==> src/hdl/lsu_req_pkg.sv <==
`default_nettype none
//////////////////////////////////////////////////////////////////////
// Data request definitions
//  Operation codes for loads and stores
//  Field widths of a decoded request
//  Operation class helper for the alignment check
//////////////////////////////////////////////////////////////////////

package lsu_req_pkg;

    //////////////////////////////////////////////////////////////////////
    // Operations
    //////////////////////////////////////////////////////////////////////

    typedef enum logic [1:0] {
        OP_LOAD_D  = 2'b00, // Load doubleword
        OP_STORE_D = 2'b01, // Store doubleword
        OP_STORE_B = 2'b10  // Store low data byte into one lane
    } mem_op_e;
    // Code 2'b11 has no meaning and gets rejected

    //////////////////////////////////////////////////////////////////////
    // Decoded request fields
    //////////////////////////////////////////////////////////////////////

    localparam int LANE_W = 3;  // Byte lane inside a doubleword
    localparam int DATA_W = 64; // Write data carried with every request

    // Doubleword ops need an 8-byte aligned address
    function automatic logic op_is_dword(input mem_op_e op);
        logic is_dword;
        is_dword = (op == OP_LOAD_D) || (op == OP_STORE_D);
        return is_dword;
    endfunction

endpackage : lsu_req_pkg

`default_nettype wire

==> src/hdl/mem_req_queue.sv <==
`timescale 1ns/1ps
`default_nettype none
//////////////////////////////////////////////////////////////////////
// Decoded request queue
//  Circular buffer with read/write pointers and entry count
//  Push and pop in the same cycle
//  Overflow strobe on a dropped push
//////////////////////////////////////////////////////////////////////

module mem_req_queue #(
    parameter int QUEUE_DEPTH = 4,
    parameter int INDEX_W     = 8   // Word index width of the array
) (
    input  logic                              clk,
    input  logic                              reset,
    // From the decoder
    input  logic                              push,
    input  lsu_req_pkg::mem_op_e              push_op,
    input  logic [INDEX_W-1:0]                push_index,
    input  logic [lsu_req_pkg::LANE_W-1:0]    push_lane,
    input  logic [lsu_req_pkg::DATA_W-1:0]    push_data,
    // Toward the array
    output logic                              pop_valid,
    output lsu_req_pkg::mem_op_e              pop_op,
    output logic [INDEX_W-1:0]                pop_index,
    output logic [lsu_req_pkg::LANE_W-1:0]    pop_lane,
    output logic [lsu_req_pkg::DATA_W-1:0]    pop_data,
    input  logic                              pop_ready,
    output logic                              queue_overflow
);
    import lsu_req_pkg::*;

    localparam int PTR_W = (QUEUE_DEPTH > 1) ? $clog2(QUEUE_DEPTH) : 1;
    localparam int CNT_W = $clog2(QUEUE_DEPTH + 1);

    // Entry storage
    mem_op_e            op_q    [QUEUE_DEPTH];
    logic [INDEX_W-1:0] index_q [QUEUE_DEPTH];
    logic [LANE_W-1:0]  lane_q  [QUEUE_DEPTH];
    logic [DATA_W-1:0]  data_q  [QUEUE_DEPTH];

    logic [PTR_W-1:0] rd_ptr;
    logic [PTR_W-1:0] wr_ptr;
    logic [CNT_W-1:0] count;
    logic             full;
    logic             do_push;
    logic             do_pop;

    // Wrap at QUEUE_DEPTH, which need not be a power of two
    function automatic logic [PTR_W-1:0] ptr_inc(input logic [PTR_W-1:0] ptr);
        logic [PTR_W-1:0] nxt;
        nxt = (ptr == PTR_W'(QUEUE_DEPTH - 1)) ? '0 : ptr + 1'b1;
        return nxt;
    endfunction

    assign full           = (count == CNT_W'(QUEUE_DEPTH));
    assign do_pop         = pop_valid && pop_ready;
    assign do_push        = push && (!full || do_pop); // Pop frees a slot this cycle
    assign queue_overflow = push && full && !do_pop;   // Request dropped

    // Head entry
    assign pop_valid = (count != '0);
    assign pop_op    = op_q[rd_ptr];
    assign pop_index = index_q[rd_ptr];
    assign pop_lane  = lane_q[rd_ptr];
    assign pop_data  = data_q[rd_ptr];

    //////////////////////////////////////////////////////////////////////
    // Pointers and count
    //////////////////////////////////////////////////////////////////////

    always_ff @(posedge clk) begin
        if (reset) begin
            rd_ptr <= '0;
            wr_ptr <= '0;
            count  <= '0;
        end else begin
            if (do_push) begin
                wr_ptr <= ptr_inc(wr_ptr);
            end
            if (do_pop) begin
                rd_ptr <= ptr_inc(rd_ptr);
            end
            case ({do_push, do_pop})
                2'b10:   count <= count + 1'b1;
                2'b01:   count <= count - 1'b1;
                default: count <= count;      // Both or neither
            endcase
        end
    end

    always_ff @(posedge clk) begin
        if (do_push) begin
            op_q[wr_ptr]    <= push_op;
            index_q[wr_ptr] <= push_index;
            lane_q[wr_ptr]  <= push_lane;
            data_q[wr_ptr]  <= push_data;
        end
    end

    a_count_max: assert property (@(posedge clk) disable iff (reset)
        count <= CNT_W'(QUEUE_DEPTH));

    // Equal pointers below full means empty
    a_empty_no_pop: assert property (@(posedge clk) disable iff (reset)
        ((rd_ptr == wr_ptr) && !full) |-> !pop_valid);

endmodule : mem_req_queue

`default_nettype wire

==> config.mk <==
export PLATFORM = sky130hd
export DESIGN_NAME = mem_req_queue
export DESIGN_NICKNAME = d
export VERILOG_FILES = /design/src/hdl/lsu_req_pkg.sv /design/src/hdl/mem_req_queue.sv
export SDC_FILE = /design/constraint.sdc
export NUM_CORES = 1
export LEC_CHECK = 0
export BUFFER_PORTS_ARGS = -buffer_cell sky130_fd_sc_hd__clkbuf_2
export CAP_MARGIN = 25
export CORE_MARGIN = 10
export CORE_UTILIZATION = 52
export CTS_BUF_LIST = sky130_fd_sc_hd__clkbuf_8
export DETAILED_ROUTE_END_ITERATION = 7
export PLACE_DENSITY = 0.83
export SYNTH_ARGS = -nofsm -noshare
export SYNTH_HDL_FRONTEND = slang
export SYNTH_SLANG_ARGS = --single-unit
export TNS_END_PERCENT = 5
==> constraint.sdc <==
create_clock -name clk -period 3.7 [get_ports clk]
set_input_delay 0.555 -clock clk [delete_from_list [all_inputs] [get_ports clk]]
set_output_delay 0.555 -clock clk [all_outputs]
set_load 0.02 [all_outputs]
## Yosys cells after proc, flatten, opt, wreduce, memory -nomap -nowiden

Memories as Yosys holds them, arrays and structs flattened. A register that Yosys moved wholly into a read port is not among the register bits.
Index checks and enable logic that the tools add are counted.

- Add/sub/neg operators: 4
- Reduce and logical (&&, ||, !) cells: 9
- Multiplexer cells: 13
- Equal/unequal tests: 5

Operators with widths:

| cell | count |
|---|---|
| 2-bit two-way mux | 10 |
| 2-bit equality test, second input constant | 3 |
| 3-bit one-hot mux with 2 select lines | 1 |
| 2-bit by 1-bit adder with 2-bit output, second input constant | 2 |
| 1-bit logical AND | 4 |
| 3-bit by 1-bit adder with 3-bit output, second input constant | 1 |
| 3-bit equality test, second input constant | 1 |
| 3-bit nonzero test | 1 |
| 3-bit by 1-bit subtractor with 3-bit output, second input constant | 1 |
| 2-bit by 1-bit equality test with 1-bit output, second input constant | 1 |
| 1-bit zero test | 2 |
| 1-bit two-way mux | 2 |
| 2-bit nonzero test | 1 |
| 1-bit logical OR | 1 |

- Input bits: 81
- Memory bits (writable): 308
- Bits in registers: 7
- Memories kept: 4

Memory list:

| name | words | bits a word | read ports | clocked after memory_dff | wr ports | RTL line | source |
|---|---|---|---|---|---|---|---|
| data_q | 4 | 64 | 1 | 1 | 1 | mem_req_queue.sv:40 | `logic [DATA_W-1:0] data_q [QUEUE_DEPTH];` |
| index_q | 4 | 8 | 1 | 1 | 1 | mem_req_queue.sv:38 | `logic [INDEX_W-1:0] index_q [QUEUE_DEPTH];` |
| lane_q | 4 | 3 | 1 | 1 | 1 | mem_req_queue.sv:39 | `logic [LANE_W-1:0] lane_q [QUEUE_DEPTH];` |
| op_q | 4 | 2 | 1 | 1 | 1 | mem_req_queue.sv:37 | `mem_op_e op_q [QUEUE_DEPTH];` |

## Logic depth before layout (Yosys ltp)

- Word-level depth: 6
- Gate-level depth with buffers: 8

## Worst setup path after synthesis

No wires, ideal clock.

- Path type: input-to-reg
- Start: input port push
- End: memory data_q[1][0] (enable)
- Buffers on the path: 2
- Slack: 0.443 ns
- Library setup time: 0.444 ns
- Cell stages on the path: 4
- Arrival: 2.814 ns
- Path through: buf_2 nor2b_1 buf_6 and2_1

- Word-level cells in the longest chain between the ends: 3

Ends and longest elaborated chain:

| element | RTL line | source |
|---|---|---|
| start: declaration | mem_req_queue.sv:17 | `input logic push,` |
| 1-bit logical AND | mem_req_queue.sv:58 | `assign do_push = push && (!full \|\| do_pop);` |
| 1-bit two-way mux | mem_req_queue.sv:93 | `if (do_push) begin` |
| 1-bit two-way mux (implied by the code) | mem_req_queue.sv:97 | `data_q[wr_ptr] <= push_data;` |
| end: declaration | mem_req_queue.sv:40 |  |

Every way passes these cells.

==> metrics <==
post_cts resized=0; Synth Area in XOR/XNOR=0.150%; Place WS=0.990 ns; Pwr Density=593 nW/µm²; largest net degree at the start of global routing=75; startpoint types=flop; Starting DRT DRC Count=379; Buf/Inv on CP=2; all-layer global routing usage=15.6%; CP Class=reg2out; Seq. cell area=9440 µm²; clock skew=0.0181 ns; worst slew pin tran=0.676 ns; CTS tree=done; post-layout min period=2.92 ns; VDD IR-drop max=0.294 mV; Die Area=28800 µm²; crit-path max FO=29; initial core utilization=53.1%; CP max-delay cell=dfxtp_4; Final HPWL DP=14400 µm; width of the die=170 µm; Post-Synth Adder-Cell Area=0.709%; GR Overflow Total=0; crit path DAT=2.37 ns; Seq/Total Area, Yosys=80.9%; Rows=54; Fin. Hold Viols=0; Final #Nets=749; vias per cell=5.52; Clk Latency, worst-skew pair=0.54 ns; htree depth=2; Mean Syn Cell Area=25.2 µm²; Synth Instances=463; clk root buf=clkbuf_8; Setup TNS Final=0 ns; Yosys reg bits=317; initial antenna violation count=6; worst min-delay path class=in2reg; # setup viols final=0; worst endpoint required time=3.14 ns; Core Footprint=22000 µm²; Max-cap violations=0; mux cell area share after synthesis=15.2%; antenna-violating nets left=0; peak per-stage delay on the critical path=0.76 ns; post-synthesis cell type count=29; Syn. warnings=0; vias in the first global route=6079; Post-Syn Area=11700 µm²; CTS sink cnt=317; # IOs=160; fin. max-slew vios=0; Die Y-Extent=170 µm; first-pass GRT wire length=34700 µm; register clock-pin slew on the reported worst setup and hold paths=0.06 ns; setup repair bufs after CTS=0; layout cells sized above 1=45.2%; crit-path leading delay family=flip-flops; CP Capture Type=primary output; DRC errors left=0; Post-Synth Simple-Gate Area=1.16%; RSZ-0062 raised after global routing=no; Clock Tree Buf Depth=3; final worst slack=0.775 ns; Rel. slew slack=55.0%; final worst-path cycle share=79.1%; FMAX=0.342 GHz; Leak=4.75 nW; Pre-antenna DRT Iters=4; final WL=22400 µm; TritonCTS buffer count=49; hold bufs inserted after CTS=0; Layout fillers=1471; status=finished clean; synthesis-to-finish area growth=18.4%; main combinational cell family by area after synthesis=multiplexers; footprint of the multi-input gates=2080 µm²; total number of vias=5433; crit-path cells=buf_4 -> mux4_2 -> clkbuf_2; Routability Congestion=0.730; post-synthesis compound-gate area fraction=0.472%; Port-buffer cells=159; drt wl/cell=22.8 µm; Mapped Nets=550
## worst register-to-register path: cells and delay by family, from the launching register on
kind | cells | cell delay (ns)
buf+inv | 1 | 0.35
flops | 1 | 0.52
simple gates | 3 | 1.28
## cell type report
cell class / instances / share of cell area (%)
Antenna cell: 1 / 0.0181
Clock inverter: 41 / 1.79
Sequential cell: 317 / 68.4
Multi-Input combinational cell: 118 / 15.0
Clock buffer: 51 / 5.09
Tap cell: 280 / 2.54
Inverter: 6 / 0.163
Timing Repair Buffer: 170 / 6.96
## path summary, 6_finish.rpt
| kind | startpoint | endpoint | slack [ns] | cells past startpoint |
|---|---|---|---|---|
| max reg2reg | count[0] | op_q[0][0] | 1.23 | 4 |
| max | flop | pop_index[3] | 0.78 | 3 |
| min | push_data[60] | data_q[0][60] | 0.23 | 1 |
| min reg2reg | rd_ptr[0] | flop | 0.55 | 2 |
## cell usage in the layout (no fill, tap or decap), types with 3 or more instances in the layout
| cell | count |
|---|---|
| and2_4 | 4 |
| buf_12 | 5 |
| buf_4 | 5 |
| bufinv_16 | 3 |
| clkbuf_2 | 159 |
| clkbuf_8 | 51 |
| clkinv_1 | 15 |
| clkinv_2 | 8 |
| dfxtp_1 | 7 |
| edfxtp_1 | 308 |
| ha_1 | 5 |
| inv_1 | 20 |
| mux2i_1 | 3 |
| mux4_2 | 77 |
| nor2_1 | 6 |
## stage by stage
step / hold WS (ns) / util [%] / area, µm² / power [mW] / std cells
2_1_floorplan: 0.495 / - / 11700 / 5.11 / 463
3_3_place_gp: 0.521 / 58.4 / 12800 / 5.50 / 890
3_5_place_dp: 0.534 / 58.4 / 12800 / 5.54 / 890
4_1_cts: 0.186 / 62.7 / 13800 / 8.29 / 982
5_1_grt: 0.198 / 62.8 / 13800 / 8.55 / 983
6_report: 0.230 / 62.8 / 13800 / 8.19 / 984
## logic make-up after synthesis
kind of cell | count (synthesis)
adders and majority gates | 6
muxes | 81
and+or+nand+nor | 22
xor gates and xnor gates | 2
buffers and inverters | 28
AOI/OAI and AO/OA | 7
DFF | 317
## routing by layer
layer	vias up	share of wire [%]	global-route usage, %
li1	2389	-	-
met1	2801	39	19.4
met2	203	51	25.5
met3	34	8.8	5.65
met4	6	1.2	4.43
met5	-	0.20	0
## state kept, by name (all words and copies together), names as in the netlist, named ones only
name     flops
data_q     256
index_q     32
lane_q      12
op_q         8
count        3
rd_ptr       2
wr_ptr       2
## synthesized netlist by cell type (all sizes together)
master / n / area [µm²]
edfxtp: 308 / 9250
mux4: 77 / 1730
buf: 16 / 113
dfxtp: 9 / 180
clkbuf: 6 / 22.5
inv: 6 / 22.5
nor2: 6 / 22.5
and2: 5 / 31.3
ha: 5 / 62.6
mux2i: 3 / 30.0
a31oi: 2 / 12.5
nand3: 2 / 10.0
nor2b: 2 / 12.5
nor3: 2 / 10.0
or2: 2 / 12.5
xor2: 2 / 17.5
a211oi: 1 / 7.51
a21oi: 1 / 5.00
a221oi: 1 / 8.76
fa: 1 / 20.0
mux2: 1 / 11.3
nand2b: 1 / 6.26
nor4b: 1 / 23.8
o2111ai: 1 / 8.76
o31ai: 1 / 12.5
or3: 1 / 6.26
## where the power goes
group / internal, mW / switching [mW] / total (mW)
sequential: 4.16 / 0.101 / 4.26
clock: 1.49 / 1.25 / 2.74
combinational: 0.500 / 0.683 / 1.18
(Power assumes the default switching activity.)
