**src/hdl/lsu_req_pkg.sv**
```systemverilog
`default_nettype none
//////////////////////////////////////////////////////////////////////
// Data request definitions
//  Operation codes for loads and stores
//  Field widths of a decoded request
//  Operation class helper for the alignment check
//////////////////////////////////////////////////////////////////////

package lsu_req_pkg;

    //////////////////////////////////////////////////////////////////////
    // Operations
    //////////////////////////////////////////////////////////////////////

    typedef enum logic [1:0] {
        OP_LOAD_D  = 2'b00, // Load doubleword
        OP_STORE_D = 2'b01, // Store doubleword
        OP_STORE_B = 2'b10  // Store low data byte into one lane
    } mem_op_e;
    // Code 2'b11 has no meaning and gets rejected

    //////////////////////////////////////////////////////////////////////
    // Decoded request fields
    //////////////////////////////////////////////////////////////////////

    localparam int LANE_W = 3;  // Byte lane inside a doubleword
    localparam int DATA_W = 64; // Write data carried with every request

    // Doubleword ops need an 8-byte aligned address
    function automatic logic op_is_dword(input mem_op_e op);
        logic is_dword;
        is_dword = (op == OP_LOAD_D) || (op == OP_STORE_D);
        return is_dword;
    endfunction

endpackage : lsu_req_pkg

`default_nettype wire

```
**src/hdl/mem_map_pkg.sv**
```systemverilog
`default_nettype none
//////////////////////////////////////////////////////////////////////
// Memory map definitions for the data memory side
//  Default data segment base address
//  Word geometry and address split
//  Memory word union with doubleword and instruction views
//////////////////////////////////////////////////////////////////////

package mem_map_pkg;

    //////////////////////////////////////////////////////////////////////
    // Segment and word geometry
    //////////////////////////////////////////////////////////////////////

    localparam logic [63:0] DATA_START = 64'h10000000; // Default segment base

    localparam int WORD_BITS  = 64;                // Array word width
    localparam int WORD_BYTES = WORD_BITS / 8;     // 8 bytes per word
    localparam int BYTE_SHIFT = $clog2(WORD_BYTES); // Offset bits below word index

    // Instruction halves inside one word
    localparam int INST_BITS     = 32;
    localparam int INST_PER_WORD = WORD_BITS / INST_BITS;

    //////////////////////////////////////////////////////////////////////
    // Memory word
    //////////////////////////////////////////////////////////////////////

    // Data side sees one doubleword
    // Fetch side sees two instructions, picked by address bit 2
    typedef union packed {
        logic [WORD_BITS-1:0]                    dword; // Load/store view
        logic [INST_PER_WORD-1:0][INST_BITS-1:0] inst;  // [0] is the low half
    } mem_word_u;

endpackage : mem_map_pkg

`default_nettype wire
```
**src/hdl/mem_req_decode.sv**
```systemverilog
`timescale 1ns/1ps
`default_nettype none
//////////////////////////////////////////////////////////////////////
// Request decoder
//  Segment window and alignment checks on request strobes
//  Word index and byte lane from the segment offset
//  Registered push toward the request queue, or an error strobe
//////////////////////////////////////////////////////////////////////

module mem_req_decode #(
    parameter logic [63:0] DATA_START = mem_map_pkg::DATA_START,
    parameter int          DATA_WORDS = 256
) (
    input  logic                              clk,
    input  logic                              reset,
    // Incoming request strobe
    input  logic                              req_valid,
    input  lsu_req_pkg::mem_op_e              req_op,
    input  logic [63:0]                       req_addr,
    input  logic [lsu_req_pkg::DATA_W-1:0]    req_wdata,
    // Toward the queue
    output logic                              push,
    output lsu_req_pkg::mem_op_e              push_op,
    output logic [$clog2(DATA_WORDS)-1:0]     push_index,
    output logic [lsu_req_pkg::LANE_W-1:0]    push_lane,
    output logic [lsu_req_pkg::DATA_W-1:0]    push_data,
    output logic                              req_error
);
    import mem_map_pkg::*;
    import lsu_req_pkg::*;

    localparam int IDX_W = $clog2(DATA_WORDS);
    // First byte past the segment
    localparam logic [63:0] SEG_END = DATA_START + 64'(DATA_WORDS) * 64'(WORD_BYTES);

    logic [63:0] offset;   // Byte offset into the segment
    logic        in_range;
    logic        aligned;
    logic        op_known;
    logic        accept;

    //////////////////////////////////////////////////////////////////////
    // Checks
    //////////////////////////////////////////////////////////////////////

    assign offset   = req_addr - DATA_START;
    assign in_range = (req_addr >= DATA_START) && (req_addr < SEG_END);
    assign aligned  = !op_is_dword(req_op) || (req_addr[BYTE_SHIFT-1:0] == '0);
    assign op_known = req_op inside {OP_LOAD_D, OP_STORE_D, OP_STORE_B};
    assign accept   = in_range && aligned && op_known;

    //////////////////////////////////////////////////////////////////////
    // Output registers
    //////////////////////////////////////////////////////////////////////

    always_ff @(posedge clk) begin
        if (reset) begin
            push      <= 1'b0;
            req_error <= 1'b0;
        end else begin
            push      <= req_valid && accept;  // One strobe per good request
            req_error <= req_valid && !accept; // Rejects never reach the queue
        end
    end

    // Payload held until the next accepted request
    always_ff @(posedge clk) begin
        if (req_valid && accept) begin
            push_op    <= req_op;
            push_index <= offset[BYTE_SHIFT +: IDX_W]; // Offset / 8
            push_lane  <= offset[LANE_W-1:0];
            push_data  <= req_wdata;
        end
    end

    // Accept and reject never strobe together
    a_push_or_error: assert property (@(posedge clk) disable iff (reset)
        !(push && req_error));

endmodule : mem_req_decode

`default_nettype wire

```
**config.mk**
```make
export PLATFORM = sky130hd
export DESIGN_NAME = mem_req_decode
export DESIGN_NICKNAME = d
export VERILOG_FILES = /design/src/hdl/lsu_req_pkg.sv /design/src/hdl/mem_map_pkg.sv /design/src/hdl/mem_req_decode.sv
export SDC_FILE = /design/constraint.sdc
export NUM_CORES = 1
export LEC_CHECK = 0
export BUFFER_PORTS_ARGS = -buffer_cell sky130_fd_sc_hd__buf_2
export CAP_MARGIN = 15
export CORE_MARGIN = 1
export CORE_UTILIZATION = 34
export CTS_BUF_LIST = sky130_fd_sc_hd__clkbuf_16
export CTS_CLUSTER_DIAMETER = 80
export DETAILED_ROUTE_END_ITERATION = 10
export PLACE_DENSITY = 0.84
export SYNTH_ARGS = -nofsm -noshare
export SYNTH_HDL_FRONTEND = slang
export SYNTH_SLANG_ARGS = --single-unit
```
**constraint.sdc**
```tcl
create_clock -name clk -period 2.1 [get_ports clk]
set_input_delay 0 -clock clk [delete_from_list [all_inputs] [get_ports clk]]
set_output_delay 0 -clock clk [all_outputs]
set_load 0.05 [all_outputs]
```
After elaboration in Yosys (flattened, before gate mapping)

Cells that the tools add are included.

Input bits: 133
Output and inout port bits: 79
Word-level logic and storage cells: 23
Flip-flop bits (word level): 79

Reduce and logical (&&, ||, !) cells: 12
$lt $le $gt $ge: 2
$add $sub $neg: 1
Equality and inequality tests: 2

Operators with widths:

| kind                                                                                  | number |
|---|---|
| 64-bit by 29-bit greater-or-equal comparator with 1-bit output, second input constant | 1 |
| 64-bit by 29-bit less-than comparator with 1-bit output, second input constant        | 1 |
| 11-bit by 1-bit subtractor with 11-bit output, second input constant                  | 1 |
| 1-bit logical AND                                                                     | 5 |
| 3-bit logical NOT                                                                     | 1 |
| 3-bit nonzero test                                                                    | 1 |
| 2-bit by 1-bit == test with 1-bit output, second input constant                       | 1 |
| 2-bit == test, second input constant                                                  | 1 |
| 1-bit logical NOT                                                                     | 2 |
| 2-bit logical NOT                                                                     | 1 |
| 1-bit logical OR                                                                      | 2 |

Depth between registers and ports, before layout

Gate-level depths: netlist (run 1).

Depth in word-level cells: 8
Mapped depth: 4

Worst setup path before layout (run 1)

No wires, ideal clock.

Path type: input-to-reg
Start: input port req_addr[15]
End: register push_data[0] in the netlist's numbering, enable pin
Buffers on the path: 0
Setup time: 0.401 ns
Stages on the path: 4
Slack: -0.051 ns
Data arrival time: 1.750 ns
Path through: nor4_2 nand4_1 nor4_2 and2_2

Longest elaborated chain between the ends: 5
Elaborated cells on any way between the ends: 6
Classes of those cells: 2 x order compare; 4 x reduce/logical

Ends and longest elaborated chain:

| element                                                                                                                                   | RTL line             | source |
|---|---|---|
| start, declared                                                                                                                           | mem_req_decode.sv:19 | `input logic [63:0] req_addr,` |
| 64-bit by 29-bit greater-or-equal comparator with 1-bit output or 64-bit by 29-bit less-than comparator with 1-bit output (tied branches) | mem_req_decode.sv:47 | `assign in_range = (req_addr >= DATA_START) && (req_addr < SEG_END);` |
| 1-bit logical AND (*)                                                                                                                     | mem_req_decode.sv:47 |  |
| 1-bit logical AND (*) (2 in series)                                                                                                       | mem_req_decode.sv:50 | `assign accept = in_range && aligned && op_known;` |
| 1-bit logical AND (*)                                                                                                                     | mem_req_decode.sv:68 | `if (req_valid && accept) begin` |
| end signal, assigned                                                                                                                      | mem_req_decode.sv:72 | `push_data <= req_wdata;` |
| end, declared                                                                                                                             | mem_req_decode.sv:26 | `output logic [lsu_req_pkg::DATA_W-1:0] push_data,` |

Every way passes the cells marked *; elsewhere a longest branch is shown, timed or not.
A chain may end at the register's enable or synchronous reset.

Worst setup path after layout (run 1)

Start: input port req_addr[1]
End: register push_data[35] in the netlist's numbering, enable pin

Longest elaborated chain between the ends: 5
Elaborated cells on any way between the ends: 8
Classes of those cells: 2 x order compare; 6 x reduce/logical

Ends and longest elaborated chain:

| element                                                                                | RTL line |
|---|---|
| 64-bit by 29-bit greater-or-equal comparator with 1-bit output (tied with other cells) | mem_req_decode.sv:47 |
| 1-bit logical AND or 1-bit logical OR (tied branches)                                  | mem_req_decode.sv:47, mem_req_decode.sv:48 |
| 1-bit logical AND (*) (2 in series)                                                    | mem_req_decode.sv:50 |
| 1-bit logical AND (*)                                                                  | mem_req_decode.sv:68 |

Marked as above.

==> flow_summary.yaml, run 1 <==
die:
  die_y_um: 88.41
  pin_count: 212
  design.core.area_um2: 7253
  rows: 31
  die_w_um: 88.41
  start_util_pct: 35.00
  dieArea_um2: 7816
synthesis:
  avgSynthCellArea_um2: 24.65
  synth.largest_area_cell: "edfxtp_1"
  synth_flop_cell: "edfxtp_1"
  syn_nets: 236
  synth_top_area_share_pct: 91.08
  synth_cell_types: 13
  postSynthCellCount: 103
  seq_area_frac_synth_pct: 92.66
  yosysWarnings: 0
  synth-async-reset-ratio_pct: 0
  synth-edff-count: 77
  synth.top_cells.by_count: "77 x edfxtp_1, 8 x nor4_1, 5 x nor4_2"
  syn-cell-area_um2: 2539
  yosysMostFrequentCell: "edfxtp_1"
  synth_area_leaders: "edfxtp_1 91%, nor4_2 2.5%, nor4_1 2.0%, dfxtp_1 1.6%, nand4_1 0.74%"
  ys_ff_latch: 79
route:
  drc: 0
  drt_iter0_drc: 47
  vias_per_cell: 4.411
  drtPass1Iterations: 4
  wl_per_cell_um: 15.39
  routed_wl_um: 7893
  vias: 2263
  ant_nets: 0
hold_path:
  worstHoldPathCells: 5
  hold_start: "req_addr[20]"
  hold_end: "push"
  hp-class: "in2reg"
clocking:
  clock_sinks: 79
  clock_path_buffers: 2
  cts_tree: "built"
  cts_inserted_buffers: 9
  htreeDepth: 3
  root_buffer: "clkbuf_16"
  clkTransAtPathRegs_ns: 0.06
timing:
  hold_violations: 0
  maxSlewHeadroom_pct: 77.80
  slew_viol_final: 0
  rsz0062_at_grt: "false"
  finalSetupViolCount: 0
  fmax_ghz: 0.5224
  fin_ws_ns: 0.1859
  min_period_ns: 1.914
  worst_pin_slew_ns: 0.3300
  finalSetupTns_ns: 0
  min_period_over_period_pct: 91.15
global_route:
  grt_pass1_vias: 2222
  grt_pass1_wl_um: 10910
  grtUsageTotal_pct: 19.87
  grt_max_degree: 33
  antenna_found_initial: 0
  grt_overflow_total: 0
critical_path:
  cpPeakStageDelay_ns: 0.53
  start_kind: "input port"
  crit_path_end_kind: "flip-flop"
  worst_path_max_delay_cell: "dlygate4sd3_1"
  path_cells: "dlygate4sd3_1, buf_2, nor4_1, o211ai_1, nor4_2, and2_4, buf_12"
  cp_top_family: "buffers and inverters"
  cp_num_buf_inv: 3
  critPathArrivalTime_ns: 1.94
  worstSetupPathType: "in2reg"
  cp.required_ns: 2.12
  crit_fanout: 32
placement:
  dp_cells: 417
  gp_congestion: 0.8143
  place_ws_ns: 0.2545
  io_buffers: 211
power_and_ir_drop:
  ir_drop_mv: 0.3902
  p_leak_nw: 2.104
  finalPower_w: 0.003801
  power_density_nw_per_um2: 771.2
layout:
  diodes: 0
  final_core_util_pct: 67.95
  num-nets-final: 542
  areaGrowthSynthToFinish_pct: 94.14
  drive_gt1_share_pct: 57.25
  final_cells: 513
flow_run:
  maxCapViolations: 0
outcome:
  status: "finished clean"
-- metrics by stage --
stage | hold WS [ns] | instance area [um2]
after global placement | 0.1772 | 3775
final | 0.1159 | 4928
after CTS | 0.1007 | 4928
after global routing | 0.1411 | 4928
after detailed placement | 0.1786 | 3775
after floorplan | 0.07615 | 2540
-- sequential cells by signal (all words and copies together), names as in the netlist --
signal      count
push_lane       3
push            1
push_data      64
push_op         2
push_index      8
req_error       1
-- where the power goes --
group	internal [W]	total, W	switching (W)
clock	0.00118	0.00181	0.000628
sequential	0.00173	0.00173	0.000000224
combinational	0.000189	0.000264	0.0000753
total	0.00310	0.00380	0.000704
-- cell usage in the layout, fill, tap and decap left out, drive strengths merged --
master / synthesis / layout
and2: 1 / 1
bufinv: 0 / 3
dlygate4sd3: 0 / 80
nor3: 1 / 1
nor2: 1 / 1
dfxtp: 2 / 2
nand4: 3 / 3
buf: 0 / 215
nor4b: 1 / 1
nor3b: 1 / 1
nor4: 13 / 13
and3b: 1 / 1
edfxtp: 77 / 77
clkbuf: 0 / 9
inv: 0 / 3
clkinv: 0 / 1
nor2b: 1 / 1
o211ai: 1 / 1
-- worst max-delay path by stage --
stage | cells past startpoint | slack (ns) | from | endpoint
2_1_floorplan | 4 | 0.33 | req_addr[15] | push_data[0]
3_3_place_gp | 6 | 0.29 | req_addr[39] | push_data[12]
3_5_place_dp | 6 | 0.25 | req_addr[39] | push_index[4]
4_1_cts | 7 | 0.16 | req_addr[1] | push_data[53]
5_1_grt | 7 | 0.02 | req_addr[0] | push_data[35]
6_report | 7 | 0.19 | req_addr[1] | push_data[35]
-- metal layers --
layer  GRT usage [%]  wire (um)  vias up
met3           5.317        619       10
li1                -          -     1049
met1           18.10       2523     1057
met4           9.091        119        0
met5               0          0        -
met2           40.07       4631      147
-- repair_timing --
item	CTS	global route
gates resized for setup	0	0
endpoints found under the setup margin	0	0
hold endpoints to repair	79	0
hold buffers	80	0
buffers inserted	0	0
-- tightest hold or removal path, cell delays in order --
cell	delay [ns]
buf_2	0.07
nor4_1	0.04
nand4_1	0.07
nor4_2	0.06
and3b_1	0.15
-- cell families (layout without fill, tap and decap cells) --
logic type / Yosys count / after routing / synth area share [%]
flip-flops: 79 / 79 / 92.66
AND/OR/NAND/NOR: 23 / 23 / 7.048
AO/OA/AOI/OAI: 1 / 1 / 0.2958
buffers and inverters: 0 / 311 / 0
-- cell type report --
cell class	count	area (um2)
flip-flops and latches	79	2352
repair buffers	295	1912
well taps	99	123.9
multi-input cells	24	187.7
clock buffers	9	225.2
clock inverters	7	127.6
fillers	493	2325
Note: power is estimated with default switching activity, not from simulation.
==> run 2: changes to the inputs <==
==> constraint.sdc (replaced) <==
create_clock -name clk -period 2.1 [get_ports clk]
set_input_delay 0.315 -clock clk [delete_from_list [all_inputs] [get_ports clk]]
set_output_delay 0.315 -clock clk [all_outputs]
set_load 0.05 [all_outputs]
==> flow_summary.yaml, run 2 (synthesized netlist as in run 1, its figures left out) <==
die:
  design.core.area_um2: 7253
  die_w_um: 88.41
  start_util_pct: 35.00
  die_y_um: 88.41
  pin_count: 212
  rows: 31
  dieArea_um2: 7816
layout:
  regMostFlops: "push_data"
  largest_register_ffs: 64
  num-nets-final: 462
  finalInstanceArea_um2: 4071
  diodes: 0
  layout_common_cells: "211 x buf_2, 77 x edfxtp_1, 9 x clkbuf_16, 8 x nor4_1, 5 x nor4_2"
  drive_gt1_share_pct: 70.66
  multi_input_area_um2: 187.7
  final_common_cell: "buf_2"
  regArea_um2: 2352
  final_cells: 433
  areaGrowthSynthToFinish_pct: 60.37
  fillers: 605
  reg.largest.list: "push_data x64, push_index x8, push_lane x3"
clocking:
  cts_resized: 0
  cts_inserted_buffers: 9
  clock_path_buffers: 2
  cts_hold_buf: 0
  htreeDepth: 3
  cts_tree: "built"
  clock_sinks: 79
  root_buffer: "clkbuf_16"
  postCtsSetupBuffers: 0
  clkTransAtPathRegs_ns: 0.06
route:
  drt_iter0_drc: 42
  routed_wl_um: 5914
  wl_per_cell_um: 13.66
  vias: 1880
  drc: 0
  ant_nets: 0
  vias_per_cell: 4.342
  drtPass1Iterations: 4
global_route:
  busiest_layer: "met2"
  antenna_found_initial: 0
  grtUsageTotal_pct: 14.27
  grt_overflow_total: 0
  met2_usage_pct: 27.48
  use_met1_pct: 12.87
  grt_pass1_vias: 1726
  grt_max_degree: 40
  grt_pass1_wl_um: 7797
  grt_util_met3_pct: 6.250
critical_path:
  cp.required_ns: 2.11
  worstSetupPathType: "in2reg"
  path_cells: "buf_2, nor4_1, nand4_1, nor4_2, and2_4, buf_12"
  cp_num_buf_inv: 2
  crit_fanout: 39
  cpPeakStageDelay_ns: 0.35
  worst_path_max_delay_cell: "nor4_1"
  cp_top_family: "simple AND/OR/NAND/NOR gates"
  start_kind: "input port"
  critPathArrivalTime_ns: 1.69
  crit_path_end_kind: "flip-flop"
power_and_ir_drop:
  ir_drop_mv: 0.3395
  power_density_nw_per_um2: 825.5
  p_leak_nw: 1.735
  finalPower_w: 0.003361
timing:
  rsz0062_at_grt: "false"
  min_period_ns: 1.675
  maxSlewHeadroom_pct: 77.37
  finalSetupTns_ns: 0
  finalSetupViolCount: 0
  min_period_over_period_pct: 79.75
  hold_violations: 0
  slew_viol_final: 0
  fmax_ghz: 0.5971
  worst_pin_slew_ns: 0.3364
placement:
  dp_cells: 417
  dpl.hpwl_um: 4760
  gp_congestion: 0.8242
  postPlaceCellArea_um2: 3775
  io_buffers: 211
hold_path:
  hp-class: "in2reg"
flow_run:
  maxCapViolations: 0
outcome:
  status: "finished clean"
run 2: changes by cell type in the layout (fill, tap and decap cells not counted), sizes merged:
| cell | previous run | this run |
|---|---|---|
| bufinv | 3 | 1 |
| clkinv | 1 | 3 |
| clkinvlp | 0 | 2 |
| dlygate4sd3 | 80 | 0 |
| inv | 3 | 1 |
run 2: worst paths after layout:
check / from / end / slack, ns / cells after the start
hold / removal: req_wdata[51] / push_data[51] / 0.17 / 1
setup / recovery: req_addr[18] / push_data[63] / 0.43 / 6
run 2: power breakdown:
| part | leakage, nW | total [W] | internal [W] | switching [W] |
|---|---|---|---|---|
| Combinational | 0.888 | 0.000140 | 0.0000915 | 0.0000489 |
| Clock | 0.139 | 0.00149 | 0.000919 | 0.000572 |
| Sequential | 0.708 | 0.00173 | 0.00173 | 0.000000237 |
run 2: area by class of cell:
class / instances / share of cell area [%]
sequential: 79 / 57.78
timing repair buffer: 215 / 27.29
clock buffer: 9 / 5.532
multi-input combinational: 24 / 4.610
tap: 99 / 3.042
clock inverter: 7 / 1.752
run 2: per-layer routing:
layer  part of all wire (%)  vias to the layer above  routed length [um]
met3                     10                        5                 601
met4                   0.85                        0                  50
li1                       -                      883                   -
met2                     56                      137                3291
met1                     33                      855                1971
met5                      0                        -                   0
run 2: through the flow:
step	util, %	setup WS [ns]	hold WS (ns)
6_report	56.13	0.4252	0.1657
5_1_grt	56.13	0.3220	0.1447
4_1_cts	56.13	0.4053	0.1534
3_5_place_dp	52.04	0.06640	0.4934
3_3_place_gp	52.04	0.08086	0.4910
2_1_floorplan	-	0.01995	0.3911
